File: config.mk
export PLATFORM = sky130hd
export DESIGN_NAME = mmu_cp0_top
export DESIGN_NICKNAME = d
export VERILOG_FILES = /design/src/hdl/mmu_cp0_pkg.sv /design/src/hdl/cp0_regfile.sv /design/src/hdl/exc_prioritizer.sv /design/src/hdl/mmu_cp0_top.sv /design/src/hdl/tlb_cam.sv
export VERILOG_INCLUDE_DIRS = /design/src /design/src/hdl
export SDC_FILE = /design/constraint.sdc
export NUM_CORES = 2
export LEC_CHECK = 0
export BUFFER_PORTS_ARGS = -buffer_cell sky130_fd_sc_hd__buf_4
export CAP_MARGIN = 20
export CORE_MARGIN = 5
export CORE_UTILIZATION = 45
export CTS_BUF_LIST = sky130_fd_sc_hd__clkbuf_16
export DETAILED_ROUTE_END_ITERATION = 7
export SYNTH_ARGS = -nofsm -noshare
export SYNTH_HDL_FRONTEND = slang
export SYNTH_SLANG_ARGS = --single-unit
File: constraint.sdc
create_clock -name clk -period 12.25 [get_ports clk]
set_input_delay 0.6125 -clock clk [delete_from_list [all_inputs] [get_ports clk]]
set_output_delay 0.6125 -clock clk [all_outputs]
set_load 0.005 [all_outputs]
File: src/hdl/mmu_cp0_cfg.svh
`ifndef MMU_CP0_CFG_SVH
`define MMU_CP0_CFG_SVH

// TLB geometry
`define MMU_TLB_ENTRIES 16
`define MMU_TLB_IDX_W 4

// CP0 register numbers
`define CP0_INDEX_ADDR 5'd0
`define CP0_RANDOM_ADDR 5'd1
`define CP0_ENTRYLO0_ADDR 5'd2
`define CP0_ENTRYLO1_ADDR 5'd3
`define CP0_WIRED_ADDR 5'd6
`define CP0_BADVADDR_ADDR 5'd8
`define CP0_ENTRYHI_ADDR 5'd10
`define CP0_STATUS_ADDR 5'd12
`define CP0_CAUSE_ADDR 5'd13
`define CP0_EPC_ADDR 5'd14
`define CP0_CONFIG_ADDR 5'd16

// Cause.ExcCode values
`define EXC_INT 5'd0
`define EXC_MOD 5'd1
`define EXC_TLBL 5'd2
`define EXC_TLBS 5'd3
`define EXC_ADEL 5'd4
`define EXC_ADES 5'd5
`define EXC_SYS 5'd8

// M=1, little endian, MT=1, K0=2 (uncached)
`define CP0_CONFIG_VALUE 32'h8000_0082

// kseg0 and kseg1 bypass the TLB
`define MMU_UNMAPPED_LO 32'h8000_0000
`define MMU_UNMAPPED_HI 32'hBFFF_FFFF
`define MMU_UNMAPPED_MASK 32'h1FFF_FFFF

`endif

File: src/hdl/mmu_cp0_pkg.sv
`default_nettype none

package mmu_cp0_pkg;

	typedef struct packed {
		logic [18:0] vpn2;
		logic [4:0]  zero;
		logic [7:0]  asid;
	} entryhi_t;

	typedef struct packed {
		logic [5:0]  zero;
		logic [19:0] pfn;
		logic [2:0]  c;
		logic        d;
		logic        v;
		logic        g;
	} entrylo_t;

	typedef struct packed {
		logic [15:0] zero_hi;
		logic [5:0]  im;
		logic [4:0]  zero_mid;
		logic        um;
		logic [1:0]  zero_lo;
		logic        exl;
		logic        ie;
	} status_t;

	// Move-port write word, read according to the target register
	typedef union packed {
		entryhi_t    hi;
		entrylo_t    lo;
		status_t     status;
		logic [31:0] raw;
	} cp0_word_u;

	typedef struct packed {
		logic [19:0] pfn;
		logic        d;
		logic        v;
	} tlb_half_t;

	typedef struct packed {
		logic [18:0] vpn2;
		logic [7:0]  asid;
		tlb_half_t   even;
		tlb_half_t   odd;
	} tlb_entry_t;

	typedef enum logic [2:0] {
		NONE  = 3'd0,
		TLBP  = 3'd1,
		TLBR  = 3'd2,
		TLBWI = 3'd3,
		TLBWR = 3'd4
	} tlb_op_e;

	typedef struct packed {
		logic        valid;
		logic        store;
		logic [31:0] vaddr;
	} xlat_req_t;

	// addr_err flags a kernel-segment address, UM qualifies it later
	typedef struct packed {
		logic [31:0] paddr;
		logic        hit;
		logic        refill;
		logic        invalid;
		logic        modified;
		logic        addr_err;
	} xlat_rsp_t;

	typedef struct packed {
		logic        syscall;
		logic        eret;
		logic [31:0] epc;
	} exc_req_t;

	typedef struct packed {
		logic        valid;
		logic [4:0]  code;
		logic        is_addr;
		logic        is_intr;
		logic [5:0]  ip;
		logic [31:0] badvaddr;
	} exc_rec_t;

endpackage

`default_nettype wire

File: src/hdl/cp0_regfile.sv
`timescale 1ns/10ps
`default_nettype none
`include "mmu_cp0_cfg.svh"

module cp0_regfile (
	input  logic                      clk,
	input  logic                      reset,
	input  logic                      cpu_pause_i,
	input  logic                      cp0_wen_i,
	input  logic [4:0]                cp0_addr_i,
	input  mmu_cp0_pkg::cp0_word_u    cp0_wdata_i,
	input  mmu_cp0_pkg::tlb_op_e      tlb_op_i,
	input  mmu_cp0_pkg::exc_rec_t     exc_i,
	input  logic                      eret_i,
	input  logic [31:0]               epc_i,
	input  logic                      probe_hit_i,
	input  logic [`MMU_TLB_IDX_W-1:0] probe_idx_i,
	input  mmu_cp0_pkg::tlb_entry_t   rd_entry_i,
	output logic [31:0]               cp0_rdata_o,
	output mmu_cp0_pkg::entryhi_t     entryhi_o,
	output mmu_cp0_pkg::entrylo_t     entrylo0_o,
	output mmu_cp0_pkg::entrylo_t     entrylo1_o,
	output logic                      tlb_wr_en_o,
	output logic [`MMU_TLB_IDX_W-1:0] tlb_wr_idx_o,
	output logic [`MMU_TLB_IDX_W-1:0] tlb_rd_idx_o,
	output mmu_cp0_pkg::status_t      status_o,
	output logic [31:0]               epc_o
);

	logic                      index_p;
	logic [`MMU_TLB_IDX_W-1:0] index_idx;
	logic [`MMU_TLB_IDX_W-1:0] random_q;
	logic [`MMU_TLB_IDX_W-1:0] wired_q;
	mmu_cp0_pkg::entryhi_t     entryhi_q;
	mmu_cp0_pkg::entrylo_t     entrylo0_q;
	mmu_cp0_pkg::entrylo_t     entrylo1_q;
	mmu_cp0_pkg::status_t      status_q;
	logic [5:0]                cause_ip;
	logic [4:0]                cause_code;
	logic [31:0]               badvaddr_q;
	logic [31:0]               epc_q;
	logic                      wr_ok;

	function automatic mmu_cp0_pkg::entrylo_t lo_write(input mmu_cp0_pkg::entrylo_t w);
		mmu_cp0_pkg::entrylo_t lo;
		lo = w;
		lo.zero = '0;
		return lo;
	endfunction

	// C and G are not held in the TLB and stay as they are
	function automatic mmu_cp0_pkg::entrylo_t lo_load(input mmu_cp0_pkg::entrylo_t cur,
		input mmu_cp0_pkg::tlb_half_t half);
		mmu_cp0_pkg::entrylo_t lo;
		lo = cur;
		lo.pfn = half.pfn;
		lo.d = half.d;
		lo.v = half.v;
		return lo;
	endfunction

	assign wr_ok = cp0_wen_i && !cpu_pause_i;

	assign tlb_wr_en_o = !cpu_pause_i &&
		(tlb_op_i == mmu_cp0_pkg::TLBWI || tlb_op_i == mmu_cp0_pkg::TLBWR);
	assign tlb_wr_idx_o = (tlb_op_i == mmu_cp0_pkg::TLBWR) ? random_q : index_idx;
	assign tlb_rd_idx_o = index_idx;

	// Free-running, wraps from the top back to Wired
	always_ff @(posedge clk)
	begin
		if (reset)
			random_q <= '1;
		else if (random_q == '1)
			random_q <= wired_q;
		else
			random_q <= random_q + 1'b1;
	end

	always_ff @(posedge clk)
	begin
		if (reset)
		begin
			index_p <= 1'b0;
			index_idx <= '0;
			wired_q <= '0;
			entryhi_q <= '0;
			entrylo0_q <= '0;
			entrylo1_q <= '0;
			status_q <= '0;
			cause_ip <= '0;
			cause_code <= '0;
			badvaddr_q <= '0;
			epc_q <= '0;
		end
		else if (!cpu_pause_i)
		begin
			if (wr_ok && cp0_addr_i == `CP0_INDEX_ADDR)
				index_idx <= cp0_wdata_i.raw[`MMU_TLB_IDX_W-1:0];
			else if (tlb_op_i == mmu_cp0_pkg::TLBP)
			begin
				index_p <= !probe_hit_i;
				index_idx <= probe_idx_i;
			end

			if (wr_ok && cp0_addr_i == `CP0_WIRED_ADDR)
				wired_q <= cp0_wdata_i.raw[`MMU_TLB_IDX_W-1:0];

			if (wr_ok && cp0_addr_i == `CP0_ENTRYLO0_ADDR)
				entrylo0_q <= lo_write(cp0_wdata_i.lo);
			else if (tlb_op_i == mmu_cp0_pkg::TLBR)
				entrylo0_q <= lo_load(entrylo0_q, rd_entry_i.even);

			if (wr_ok && cp0_addr_i == `CP0_ENTRYLO1_ADDR)
				entrylo1_q <= lo_write(cp0_wdata_i.lo);
			else if (tlb_op_i == mmu_cp0_pkg::TLBR)
				entrylo1_q <= lo_load(entrylo1_q, rd_entry_i.odd);

			if (wr_ok && cp0_addr_i == `CP0_ENTRYHI_ADDR)
			begin
				entryhi_q.vpn2 <= cp0_wdata_i.hi.vpn2;
				entryhi_q.asid <= cp0_wdata_i.hi.asid;
			end
			else if (tlb_op_i == mmu_cp0_pkg::TLBR)
			begin
				entryhi_q.vpn2 <= rd_entry_i.vpn2;
				entryhi_q.asid <= rd_entry_i.asid;
			end
			// Faulting page for the refill handler
			if (exc_i.valid && exc_i.is_addr)
				entryhi_q.vpn2 <= exc_i.badvaddr[31:13];

			if (wr_ok && cp0_addr_i == `CP0_STATUS_ADDR)
			begin
				status_q.im <= cp0_wdata_i.status.im;
				status_q.um <= cp0_wdata_i.status.um;
				status_q.exl <= cp0_wdata_i.status.exl;
				status_q.ie <= cp0_wdata_i.status.ie;
			end
			if (exc_i.valid)
				status_q.exl <= 1'b1;
			else if (eret_i)
				status_q.exl <= 1'b0;

			if (exc_i.valid)
			begin
				cause_code <= exc_i.code;
				if (exc_i.is_intr)
					cause_ip <= exc_i.ip;
			end
			else if (wr_ok && cp0_addr_i == `CP0_CAUSE_ADDR)
			begin
				cause_ip <= cp0_wdata_i.raw[15:10];
				cause_code <= cp0_wdata_i.raw[6:2];
			end

			if (exc_i.valid)
			begin
				if (exc_i.is_addr)
					badvaddr_q <= exc_i.badvaddr;
			end
			else if (wr_ok && cp0_addr_i == `CP0_BADVADDR_ADDR)
				badvaddr_q <= cp0_wdata_i.raw;

			// Nested exceptions keep the first return address
			if (exc_i.valid)
			begin
				if (!status_q.exl)
					epc_q <= epc_i;
			end
			else if (wr_ok && cp0_addr_i == `CP0_EPC_ADDR)
				epc_q <= cp0_wdata_i.raw;
		end
	end

	always_comb
	begin
		case (cp0_addr_i)
			`CP0_INDEX_ADDR:    cp0_rdata_o = {index_p, {(31-`MMU_TLB_IDX_W){1'b0}}, index_idx};
			`CP0_RANDOM_ADDR:   cp0_rdata_o = {{(32-`MMU_TLB_IDX_W){1'b0}}, random_q};
			`CP0_ENTRYLO0_ADDR: cp0_rdata_o = entrylo0_q;
			`CP0_ENTRYLO1_ADDR: cp0_rdata_o = entrylo1_q;
			`CP0_WIRED_ADDR:    cp0_rdata_o = {{(32-`MMU_TLB_IDX_W){1'b0}}, wired_q};
			`CP0_BADVADDR_ADDR: cp0_rdata_o = badvaddr_q;
			`CP0_ENTRYHI_ADDR:  cp0_rdata_o = entryhi_q;
			`CP0_STATUS_ADDR:   cp0_rdata_o = status_q;
			`CP0_CAUSE_ADDR:    cp0_rdata_o = {16'b0, cause_ip, 3'b0, cause_code, 2'b0};
			`CP0_EPC_ADDR:      cp0_rdata_o = epc_q;
			`CP0_CONFIG_ADDR:   cp0_rdata_o = `CP0_CONFIG_VALUE;
			default:            cp0_rdata_o = '0;
		endcase
	end

	assign entryhi_o = entryhi_q;
	assign entrylo0_o = entrylo0_q;
	assign entrylo1_o = entrylo1_q;
	assign status_o = status_q;
	assign epc_o = epc_q;

endmodule

`default_nettype wire

File: src/hdl/exc_prioritizer.sv
`timescale 1ns/10ps
`default_nettype none
`include "mmu_cp0_cfg.svh"

module exc_prioritizer (
	input  mmu_cp0_pkg::xlat_req_t xlat_req_i,
	input  mmu_cp0_pkg::xlat_rsp_t xlat_rsp_i,
	input  mmu_cp0_pkg::exc_req_t  exc_req_i,
	input  logic [5:0]             hw_int_i,
	input  mmu_cp0_pkg::status_t   status_i,
	input  logic                   cpu_pause_i,
	output mmu_cp0_pkg::exc_rec_t  exc_o,
	output logic                   intr_o
);

	logic [5:0] ip;
	logic       intr;
	logic       adr_err;
	logic       tlb_mod;
	logic       tlb_refill;
	logic       tlb_inval;
	logic       addr_type;

	assign ip = hw_int_i & status_i.im;
	assign intr = (|ip) && status_i.ie && !status_i.exl;
	assign intr_o = intr;

	// User access to kseg0 and above
	assign adr_err = xlat_req_i.valid && xlat_rsp_i.addr_err && status_i.um;
	assign tlb_mod = xlat_req_i.valid && xlat_rsp_i.modified;
	assign tlb_refill = xlat_req_i.valid && xlat_rsp_i.refill;
	assign tlb_inval = xlat_req_i.valid && xlat_rsp_i.invalid;
	assign addr_type = adr_err || tlb_mod || tlb_refill || tlb_inval;

	always_comb
	begin
		exc_o = '0;
		exc_o.valid = !cpu_pause_i && (intr || addr_type || exc_req_i.syscall);
		exc_o.is_intr = intr;
		exc_o.is_addr = !intr && addr_type;
		exc_o.ip = ip;
		exc_o.badvaddr = xlat_req_i.vaddr;
		if (intr)
			exc_o.code = `EXC_INT;
		else if (adr_err)
			exc_o.code = xlat_req_i.store ? `EXC_ADES : `EXC_ADEL;
		else if (tlb_mod)
			exc_o.code = `EXC_MOD;
		else if (tlb_refill || tlb_inval)
			exc_o.code = xlat_req_i.store ? `EXC_TLBS : `EXC_TLBL;
		else if (exc_req_i.syscall)
			exc_o.code = `EXC_SYS;
	end

endmodule

`default_nettype wire

File: src/hdl/mmu_cp0_top.sv
`timescale 1ns/10ps
`default_nettype none
`include "mmu_cp0_cfg.svh"

module mmu_cp0_top (
	input  logic                   clk,
	input  logic                   reset,
	input  logic                   cpu_pause_i,
	input  logic                   cp0_wen_i,
	input  logic [4:0]             cp0_addr_i,
	input  mmu_cp0_pkg::cp0_word_u cp0_wdata_i,
	input  mmu_cp0_pkg::tlb_op_e   tlb_op_i,
	input  mmu_cp0_pkg::xlat_req_t xlat_req_i,
	input  mmu_cp0_pkg::exc_req_t  exc_req_i,
	input  logic [5:0]             hw_int_i,
	output logic [31:0]            cp0_rdata_o,
	output mmu_cp0_pkg::xlat_rsp_t xlat_rsp_o,
	output mmu_cp0_pkg::exc_rec_t  exc_o,
	output logic                   intr_o,
	output mmu_cp0_pkg::status_t   status_o,
	output logic [31:0]            epc_o
);

	mmu_cp0_pkg::entryhi_t     entryhi;
	mmu_cp0_pkg::entrylo_t     entrylo0;
	mmu_cp0_pkg::entrylo_t     entrylo1;
	logic                      tlb_wr_en;
	logic [`MMU_TLB_IDX_W-1:0] tlb_wr_idx;
	logic [`MMU_TLB_IDX_W-1:0] tlb_rd_idx;
	logic                      probe_hit;
	logic [`MMU_TLB_IDX_W-1:0] probe_idx;
	mmu_cp0_pkg::tlb_entry_t   rd_entry;

	tlb_cam u_tlb (
		.clk(clk),
		.reset(reset),
		.xlat_req_i(xlat_req_i),
		.entryhi_i(entryhi),
		.entrylo0_i(entrylo0),
		.entrylo1_i(entrylo1),
		.wr_en_i(tlb_wr_en),
		.wr_idx_i(tlb_wr_idx),
		.rd_idx_i(tlb_rd_idx),
		.xlat_rsp_o(xlat_rsp_o),
		.probe_hit_o(probe_hit),
		.probe_idx_o(probe_idx),
		.rd_entry_o(rd_entry)
	);

	exc_prioritizer u_prio (
		.xlat_req_i(xlat_req_i),
		.xlat_rsp_i(xlat_rsp_o),
		.exc_req_i(exc_req_i),
		.hw_int_i(hw_int_i),
		.status_i(status_o),
		.cpu_pause_i(cpu_pause_i),
		.exc_o(exc_o),
		.intr_o(intr_o)
	);

	cp0_regfile u_regs (
		.clk(clk),
		.reset(reset),
		.cpu_pause_i(cpu_pause_i),
		.cp0_wen_i(cp0_wen_i),
		.cp0_addr_i(cp0_addr_i),
		.cp0_wdata_i(cp0_wdata_i),
		.tlb_op_i(tlb_op_i),
		.exc_i(exc_o),
		.eret_i(exc_req_i.eret),
		.epc_i(exc_req_i.epc),
		.probe_hit_i(probe_hit),
		.probe_idx_i(probe_idx),
		.rd_entry_i(rd_entry),
		.cp0_rdata_o(cp0_rdata_o),
		.entryhi_o(entryhi),
		.entrylo0_o(entrylo0),
		.entrylo1_o(entrylo1),
		.tlb_wr_en_o(tlb_wr_en),
		.tlb_wr_idx_o(tlb_wr_idx),
		.tlb_rd_idx_o(tlb_rd_idx),
		.status_o(status_o),
		.epc_o(epc_o)
	);

endmodule

`default_nettype wire

File: src/hdl/tlb_cam.sv
`timescale 1ns/10ps
`default_nettype none
`include "mmu_cp0_cfg.svh"

module tlb_cam (
	input  logic                      clk,
	input  logic                      reset,
	input  mmu_cp0_pkg::xlat_req_t    xlat_req_i,
	input  mmu_cp0_pkg::entryhi_t     entryhi_i,
	input  mmu_cp0_pkg::entrylo_t     entrylo0_i,
	input  mmu_cp0_pkg::entrylo_t     entrylo1_i,
	input  logic                      wr_en_i,
	input  logic [`MMU_TLB_IDX_W-1:0] wr_idx_i,
	input  logic [`MMU_TLB_IDX_W-1:0] rd_idx_i,
	output mmu_cp0_pkg::xlat_rsp_t    xlat_rsp_o,
	output logic                      probe_hit_o,
	output logic [`MMU_TLB_IDX_W-1:0] probe_idx_o,
	output mmu_cp0_pkg::tlb_entry_t   rd_entry_o
);

	mmu_cp0_pkg::tlb_entry_t     entries [`MMU_TLB_ENTRIES];
	logic [`MMU_TLB_ENTRIES-1:0] written;

	logic [`MMU_TLB_IDX_W:0]     xlat_match;
	logic [`MMU_TLB_IDX_W:0]     probe_match;
	mmu_cp0_pkg::tlb_entry_t     xlat_entry;
	mmu_cp0_pkg::tlb_half_t      page;
	logic                        unmapped;

	// Returns {hit, index}, lowest matching index wins
	function automatic logic [`MMU_TLB_IDX_W:0] tlb_match(input logic [18:0] vpn2,
		input logic [7:0] asid);
		logic [`MMU_TLB_IDX_W:0] res;
		res = '0;
		for (int i = `MMU_TLB_ENTRIES - 1; i >= 0; i--)
		begin
			if (written[i] && entries[i].vpn2 == vpn2 && entries[i].asid == asid)
				res = {1'b1, i[`MMU_TLB_IDX_W-1:0]};
		end
		return res;
	endfunction

	// An entry never written cannot match and reads back invalid
	always_ff @(posedge clk)
	begin
		if (reset)
			written <= '0;
		else if (wr_en_i)
			written[wr_idx_i] <= 1'b1;
	end

	always_ff @(posedge clk)
	begin
		if (wr_en_i)
		begin
			entries[wr_idx_i].vpn2 <= entryhi_i.vpn2;
			entries[wr_idx_i].asid <= entryhi_i.asid;
			entries[wr_idx_i].even.pfn <= entrylo0_i.pfn;
			entries[wr_idx_i].even.d <= entrylo0_i.d;
			entries[wr_idx_i].even.v <= entrylo0_i.v;
			entries[wr_idx_i].odd.pfn <= entrylo1_i.pfn;
			entries[wr_idx_i].odd.d <= entrylo1_i.d;
			entries[wr_idx_i].odd.v <= entrylo1_i.v;
		end
	end

	// Probe against EntryHi
	always_comb
	begin
		probe_match = tlb_match(entryhi_i.vpn2, entryhi_i.asid);
		probe_hit_o = probe_match[`MMU_TLB_IDX_W];
		probe_idx_o = probe_match[`MMU_TLB_IDX_W-1:0];
	end

	always_comb
	begin
		rd_entry_o = entries[rd_idx_i];
		rd_entry_o.even.v = entries[rd_idx_i].even.v & written[rd_idx_i];
		rd_entry_o.odd.v = entries[rd_idx_i].odd.v & written[rd_idx_i];
	end

	// Data address translation
	always_comb
	begin
		unmapped = xlat_req_i.vaddr >= `MMU_UNMAPPED_LO && xlat_req_i.vaddr <= `MMU_UNMAPPED_HI;
		xlat_match = tlb_match(xlat_req_i.vaddr[31:13], entryhi_i.asid);
		xlat_entry = entries[xlat_match[`MMU_TLB_IDX_W-1:0]];
		page = xlat_req_i.vaddr[12] ? xlat_entry.odd : xlat_entry.even;
		xlat_rsp_o = '0;
		xlat_rsp_o.addr_err = xlat_req_i.vaddr[31];
		if (unmapped)
		begin
			xlat_rsp_o.paddr = xlat_req_i.vaddr & `MMU_UNMAPPED_MASK;
			xlat_rsp_o.hit = 1'b1;
		end
		else if (!xlat_match[`MMU_TLB_IDX_W])
			xlat_rsp_o.refill = 1'b1;
		else if (!page.v)
			xlat_rsp_o.invalid = 1'b1;
		else
		begin
			xlat_rsp_o.paddr = {page.pfn, xlat_req_i.vaddr[11:0]};
			xlat_rsp_o.hit = 1'b1;
			xlat_rsp_o.modified = xlat_req_i.store && !page.d;
		end
	end

endmodule

`default_nettype wire

=== After elaboration in Yosys (flattened, before gate mapping) ===
Memory sizes are Yosys's and may differ from the RTL's. A register that Yosys moved wholly into a read port is not among the register bits.
Cells that the tools add are included.

* Flip-flop bits (word level): 204
* Output and inout bits: 180
* Input bits: 118
* Logic and storage cells: 316
* Memory bits (writable): 1136
* Memories: 1

{| class="wikitable"
|+ Memory list
! memory !! depth !! width !! read ports !! clocked after memory_dff !! wr ports !! line !! RTL
|-
| u_tlb.entries || 16 || 71 || 18 || 1 || 1 || tlb_cam.sv:21 || <nowiki>mmu_cp0_pkg::tlb_entry_t entries [`MMU_TLB_ENTRIES];</nowiki>
|}

* Eq/ne operators: 66
* Reductions and logical operators: 126
* Bitwise logic cells: 6
* Order comparisons: 5
* Muxes and demuxes: 84
* Add/sub/neg operators: 1

{| class="wikitable"
|+ Operator list
! operator !! number
|-
| $eq 19x19->1 || 32
|-
| $pmux 32 s11 || 1
|-
| $mux 32 || 8
|-
| $mux 5 || 38
|-
| $eq 8x8->1 || 16
|-
| $mux 33 || 3
|-
| $logic_and 1x1->1 || 88
|-
| $mux 19 || 3
|-
| $mux 26 || 2
|-
| $ge 32x32->1 const B || 1
|-
| $le 32x32->1 const B || 1
|-
| $mux 4 || 7
|-
| $eq 5x4->1 const B || 5
|-
| $mux 22 || 1
|-
| $reduce_and 2->1 || 11
|-
| $mux 6 || 3
|-
| $mux 8 || 2
|-
| $or 16x16->16 || 1
|-
| $reduce_bool 2->1 || 7
|-
| $reduce_and 3->1 || 4
|-
| $mux 1 || 11
|-
| $eq 5x2->1 const B || 2
|-
| $lt 4x5->1 const B || 2
|-
| $logic_or 1x1->1 || 7
|-
| other kinds (21) || 32
|}

=== Longest topological paths before layout ===
An unclocked memory read counts as a cell.

* Depth after elaboration: 37
* Depth in mapped cells: 21
* Depth with buffers taken out: 15

=== By module ===
A second synthesis with hierarchy kept.

* Cells, all modules: 5268
* Area, all modules: 70307.4 sq um

{| class="wikitable"
|+ By module, submodules not included
! module !! sequential area each (sq um) !! instances !! cells each !! area an instance (sq um)
|-
| tlb_cam || 34433.0 || 1 || 4015 || 60361.6
|-
| cp0_regfile || 3523.4 || 1 || 1193 || 9479.1
|-
| exc_prioritizer || 0.0 || 1 || 60 || 466.7
|}

=== Worst setup path after synthesis ===
OpenSTA, ideal clock, no wires.

* Path type: input -> output
* From: in xlat_req_i[19] in the netlist's numbering
* To: out exc_o[45] in the netlist's numbering
* Arrival: 5122 ps
* Path buffers: 3
* Data required time: 11637 ps
* Stages: 15
* Setup slack: 6515 ps
* Path through: buf_4 -> xor2_1 -> or4_1 -> or4b_1 -> or4_1 -> and4_4 -> a211oi_4 -> buf_6 -> mux2i_1 -> nand2_1 -> a2111oi_0 -> nor4_4 -> a31o_4 -> a21oi_2 -> clkbuf_1

{| class="wikitable"
|+ RTL lines
! what !! line !! RTL
|-
| start: declaration || mmu_cp0_top.sv:13 || <nowiki>input mmu_cp0_pkg::xlat_req_t xlat_req_i,</nowiki>
|-
| end: declaration || mmu_cp0_top.sv:18 || <nowiki>output mmu_cp0_pkg::exc_rec_t exc_o,</nowiki>
|}

==> out/summary.txt <==
status = completed
ranking of synthesized cells by area = edfxtp_1 48%, mux4_2 10%, dfxtp_1 5.5%
initial core utilization = 45.28%
R2R depth = 17
Clock transition at path regs = 0.06 ns
vias in the first global route = 50330
Pleak = 25.31 nW
Post-Syn Area per Cell = 12.84 um^2
Syn Inst Count = 5513
Multi-input gate area = 30780 um^2
total wire length = 285800 um
Post-synth EDFFs = 1136
final worst path period need = 8.985 ns
hold path endpoint = u_regs.status_o[11]$_SDFFE_PP0P_
reg-to-reg endpoint = u_regs.badvaddr_q[11]$_SDFFE_PP0P_
layout cells sized above 1 = 18.15%
total grt overflow = 0
CP Class = reg2out
Peak VDD IR = 0.1286 mV
Final ANT Viol Nets = 0
DR iter-0 viols = 7493
measured slew at the worst slew-check pin = 1.247 ns
post-CTS setup buffers = 0
via count = 52740
Place WS = 4.039 ns
placed cell area = 74700 um^2
CP peak stage delay = 1.00 ns
most frequent cell after synthesis = edfxtp_1
Slowest cell on crit path = nor4_1
most frequent CP cell = buf_4
Post-Syn Area = 70810 um^2
Yosys warnings = 0
total placed cells including tap cells = 7509
Worst EP arrival = 8.37 ns
total global-route track usage = 33.82%
die width = 406.7 um
final hold vios = 0
Port Buffers = 273
worst path cell trace = buf_4 > xor2_1 > nor4_1 > nand3_1 > nor4_1 > o21ai_0 > a21boi_0 > o211ai_1 > a22oi_2 > buf_4 > a211oi_1 > a211oi_1 > a31oi_1 > mux4_2 > o21ai_0 > buf_4
Final nets = 5723
Die Y = 406.7 um
Seq/Total Area, Yosys = 53.72%
Hold Crit Depth = 3
H-tree levels = 4
Longest Clk Path Bufs = 3
cell area power density = 130.0 nW/um^2
Register-to-Register Setup Slack = 4.00 ns
Final Non-Filler Cells = 7796
fin. max-slew vios = 0
clk sink count = 1332
vias per cell = 6.765
Final Skew = 0.03458 ns
Fmax achieved = 111.3 MHz
Area Overhead vs Synth = 12.63%
number of buffers created by CTS = 150
# IOs = 298
Worst setup SP type = flip-flop
core area = 156400 um^2
Max Cap Viol = 0
initial antenna violation count = 12
Final WS setup = 3.265 ns
final instance area = 79750 um^2
max_slew headroom = 16.86%
r2r startpoint = u_regs.entryhi_o[6]$_SDFFE_PP0P_
HP Class = in2reg
hold_sp = cp0_wdata_i[11]
worst-skew pair later-pin latency = 0.81 ns
Synth cell types = 83
Yosys reg bits = 1332
Setup-failing EPs final = 0
Remaining DRCs = 0
final total negative setup slack = 0 ns
number of cell rows = 145
CTS resizes = 0
CP startpoint = u_regs.entryhi_o[2]$_SDFFE_PP0P_
first-pass GRT wire length = 393400 um
crit end category = primary output
RD Place Congestion = 0.9953
Synth top cells by count = 1136 x edfxtp_1, 448 x xnor2_1, 383 x mux2i_1
CTS tree = yes
die area = 165400 um^2
Worst EP required = 11.64 ns
cts hold-fix bufs = 0
top_reg_cell synth = edfxtp_1
DR pass1 iterations = 6
unrepaired setup endpoints after global routing = false
routed len/inst = 36.66 um
CTS root buf = clkbuf_16
number of fill cells = 13420
largest net degree at the start of global routing = 126
Max FO, Critical Path = 74
Synth top area share = 48.17%
area leader, netlist = edfxtp_1
register area = 38070 um^2
HPWL Detailed = 186500 um
asr flop ratio synth = 0%
Tcrit/Tclk final = 73.34%
[layout make-up]
type                    instances  share of cell area, %
flip-flops and latches       1332                  47.73
multi-input cells            3670                  38.60
clock buffers                 157                  4.926
repair buffers                397                  3.883
well taps                    2058                  3.229
clock inverters               121                  1.357
inverters                      53                 0.2494
diodes                          8                0.02510
[critical path, delay by kind of cell (launching register included)]
kind | cells | cell delay (ns)
compound gates | 8 | 2.81
simple gates | 3 | 2.04
mux | 1 | 0.60
xor+xnor | 1 | 0.13
flops | 1 | 0.34
buf+inv | 3 | 1.58
[per-stage QoR]
| stage | hold slack (ns) | power [mW] | util, % |
|---|---|---|---|
| final | 0.1149 | 10.36 | 51.00 |
| after global routing | 0.1045 | 10.63 | 50.98 |
| after CTS | 0.07073 | 10.38 | 50.97 |
| after detailed placement | 0.4725 | 5.816 | 47.77 |
| after global placement | 0.4691 | 5.810 | 47.73 |
| after floorplan | 0.4459 | 5.485 | - |
[logic make-up after synthesis]
logic type | synth area share, %
simple gates | 9.787
compound gates | 8.155
mux | 15.95
flops | 53.72
other cells | 0.005296
fa+ha+maj | 0.01767
buf+inv | 3.269
xor+xnor | 9.103
[per-layer routing]
metal | up-vias | share of wire, % | global-route usage, %
met1 | 26760 | 39 | 46.11
met3 | 743 | 12 | 9.413
met5 | - | 0.018 | 0
met2 | 3785 | 43 | 50.22
li1 | 21440 | - | -
met4 | 8 | 5.6 | 16.07
[sequential cells by signal (all words and copies together) (netlist names), named ones only]
register and count:
u_regs.badvaddr_q 32, u_regs.cause_code 5, u_regs.cause_ip 6, u_regs.entryhi_o 27
u_regs.entrylo0_o 26, u_regs.entrylo1_o 26, u_regs.epc_o 32, u_regs.index_p 1
u_regs.random_q 4, u_regs.status_o 9, u_regs.tlb_rd_idx_o 4, u_regs.wired_q 4
u_tlb.entries 1136, u_tlb.written 16
[placed cells by master (no fill, tap or decap), types with 16 or more instances in the layout]
cell type / Yosys / routed
nor4_1: 103 / 103
a211oi_1: 321 / 321
a31oi_1: 92 / 91
nor3_1: 150 / 149
nor2_4: 0 / 16
nor2b_1: 141 / 139
buf_4: 60 / 383
and2_1: 24 / 23
nand4_1: 162 / 162
or2_2: 16 / 16
a2111oi_1: 30 / 30
nand2_1: 369 / 366
clkinv_2: 0 / 21
a22oi_1: 24 / 23
edfxtp_1: 1136 / 1136
nor2_1: 214 / 195
a21oi_1: 128 / 127
xor2_1: 288 / 288
a311oi_1: 36 / 36
mux4_2: 325 / 325
clkinv_1: 1 / 24
xnor2_1: 448 / 448
and3_1: 18 / 16
a211o_1: 20 / 20
or4_1: 18 / 18
inv_1: 52 / 92
nand3_1: 91 / 91
dfxtp_1: 196 / 177
clkbuf_16: 0 / 157
mux2i_1: 383 / 383
conb_1: 1 / 24
o21ai_0: 96 / 96
[where the power goes]
part / switching (mW) / total (mW) / leakage [nW] / internal, mW
combinational: 0.468 / 0.706 / 10.5 / 0.238
sequential: 0.0882 / 5.04 / 12.2 / 4.95
clock: 1.96 / 4.62 / 2.61 / 2.66
[worst max path at each step]
stage	end	slack (ns)	cells after the start
global placement	u_regs.badvaddr_q[21]$_SDFFE_PP0P_	4.17	18
detailed placement	u_regs.badvaddr_q[24]$_SDFFE_PP0P_	4.04	18
global route	xlat_rsp_o[20]	3.18	16
CTS	xlat_rsp_o[20]	3.35	16
finish	xlat_rsp_o[20]	3.27	16
floorplan	exc_o[45]	6.52	15
Power figures use the tool's default switching activity.
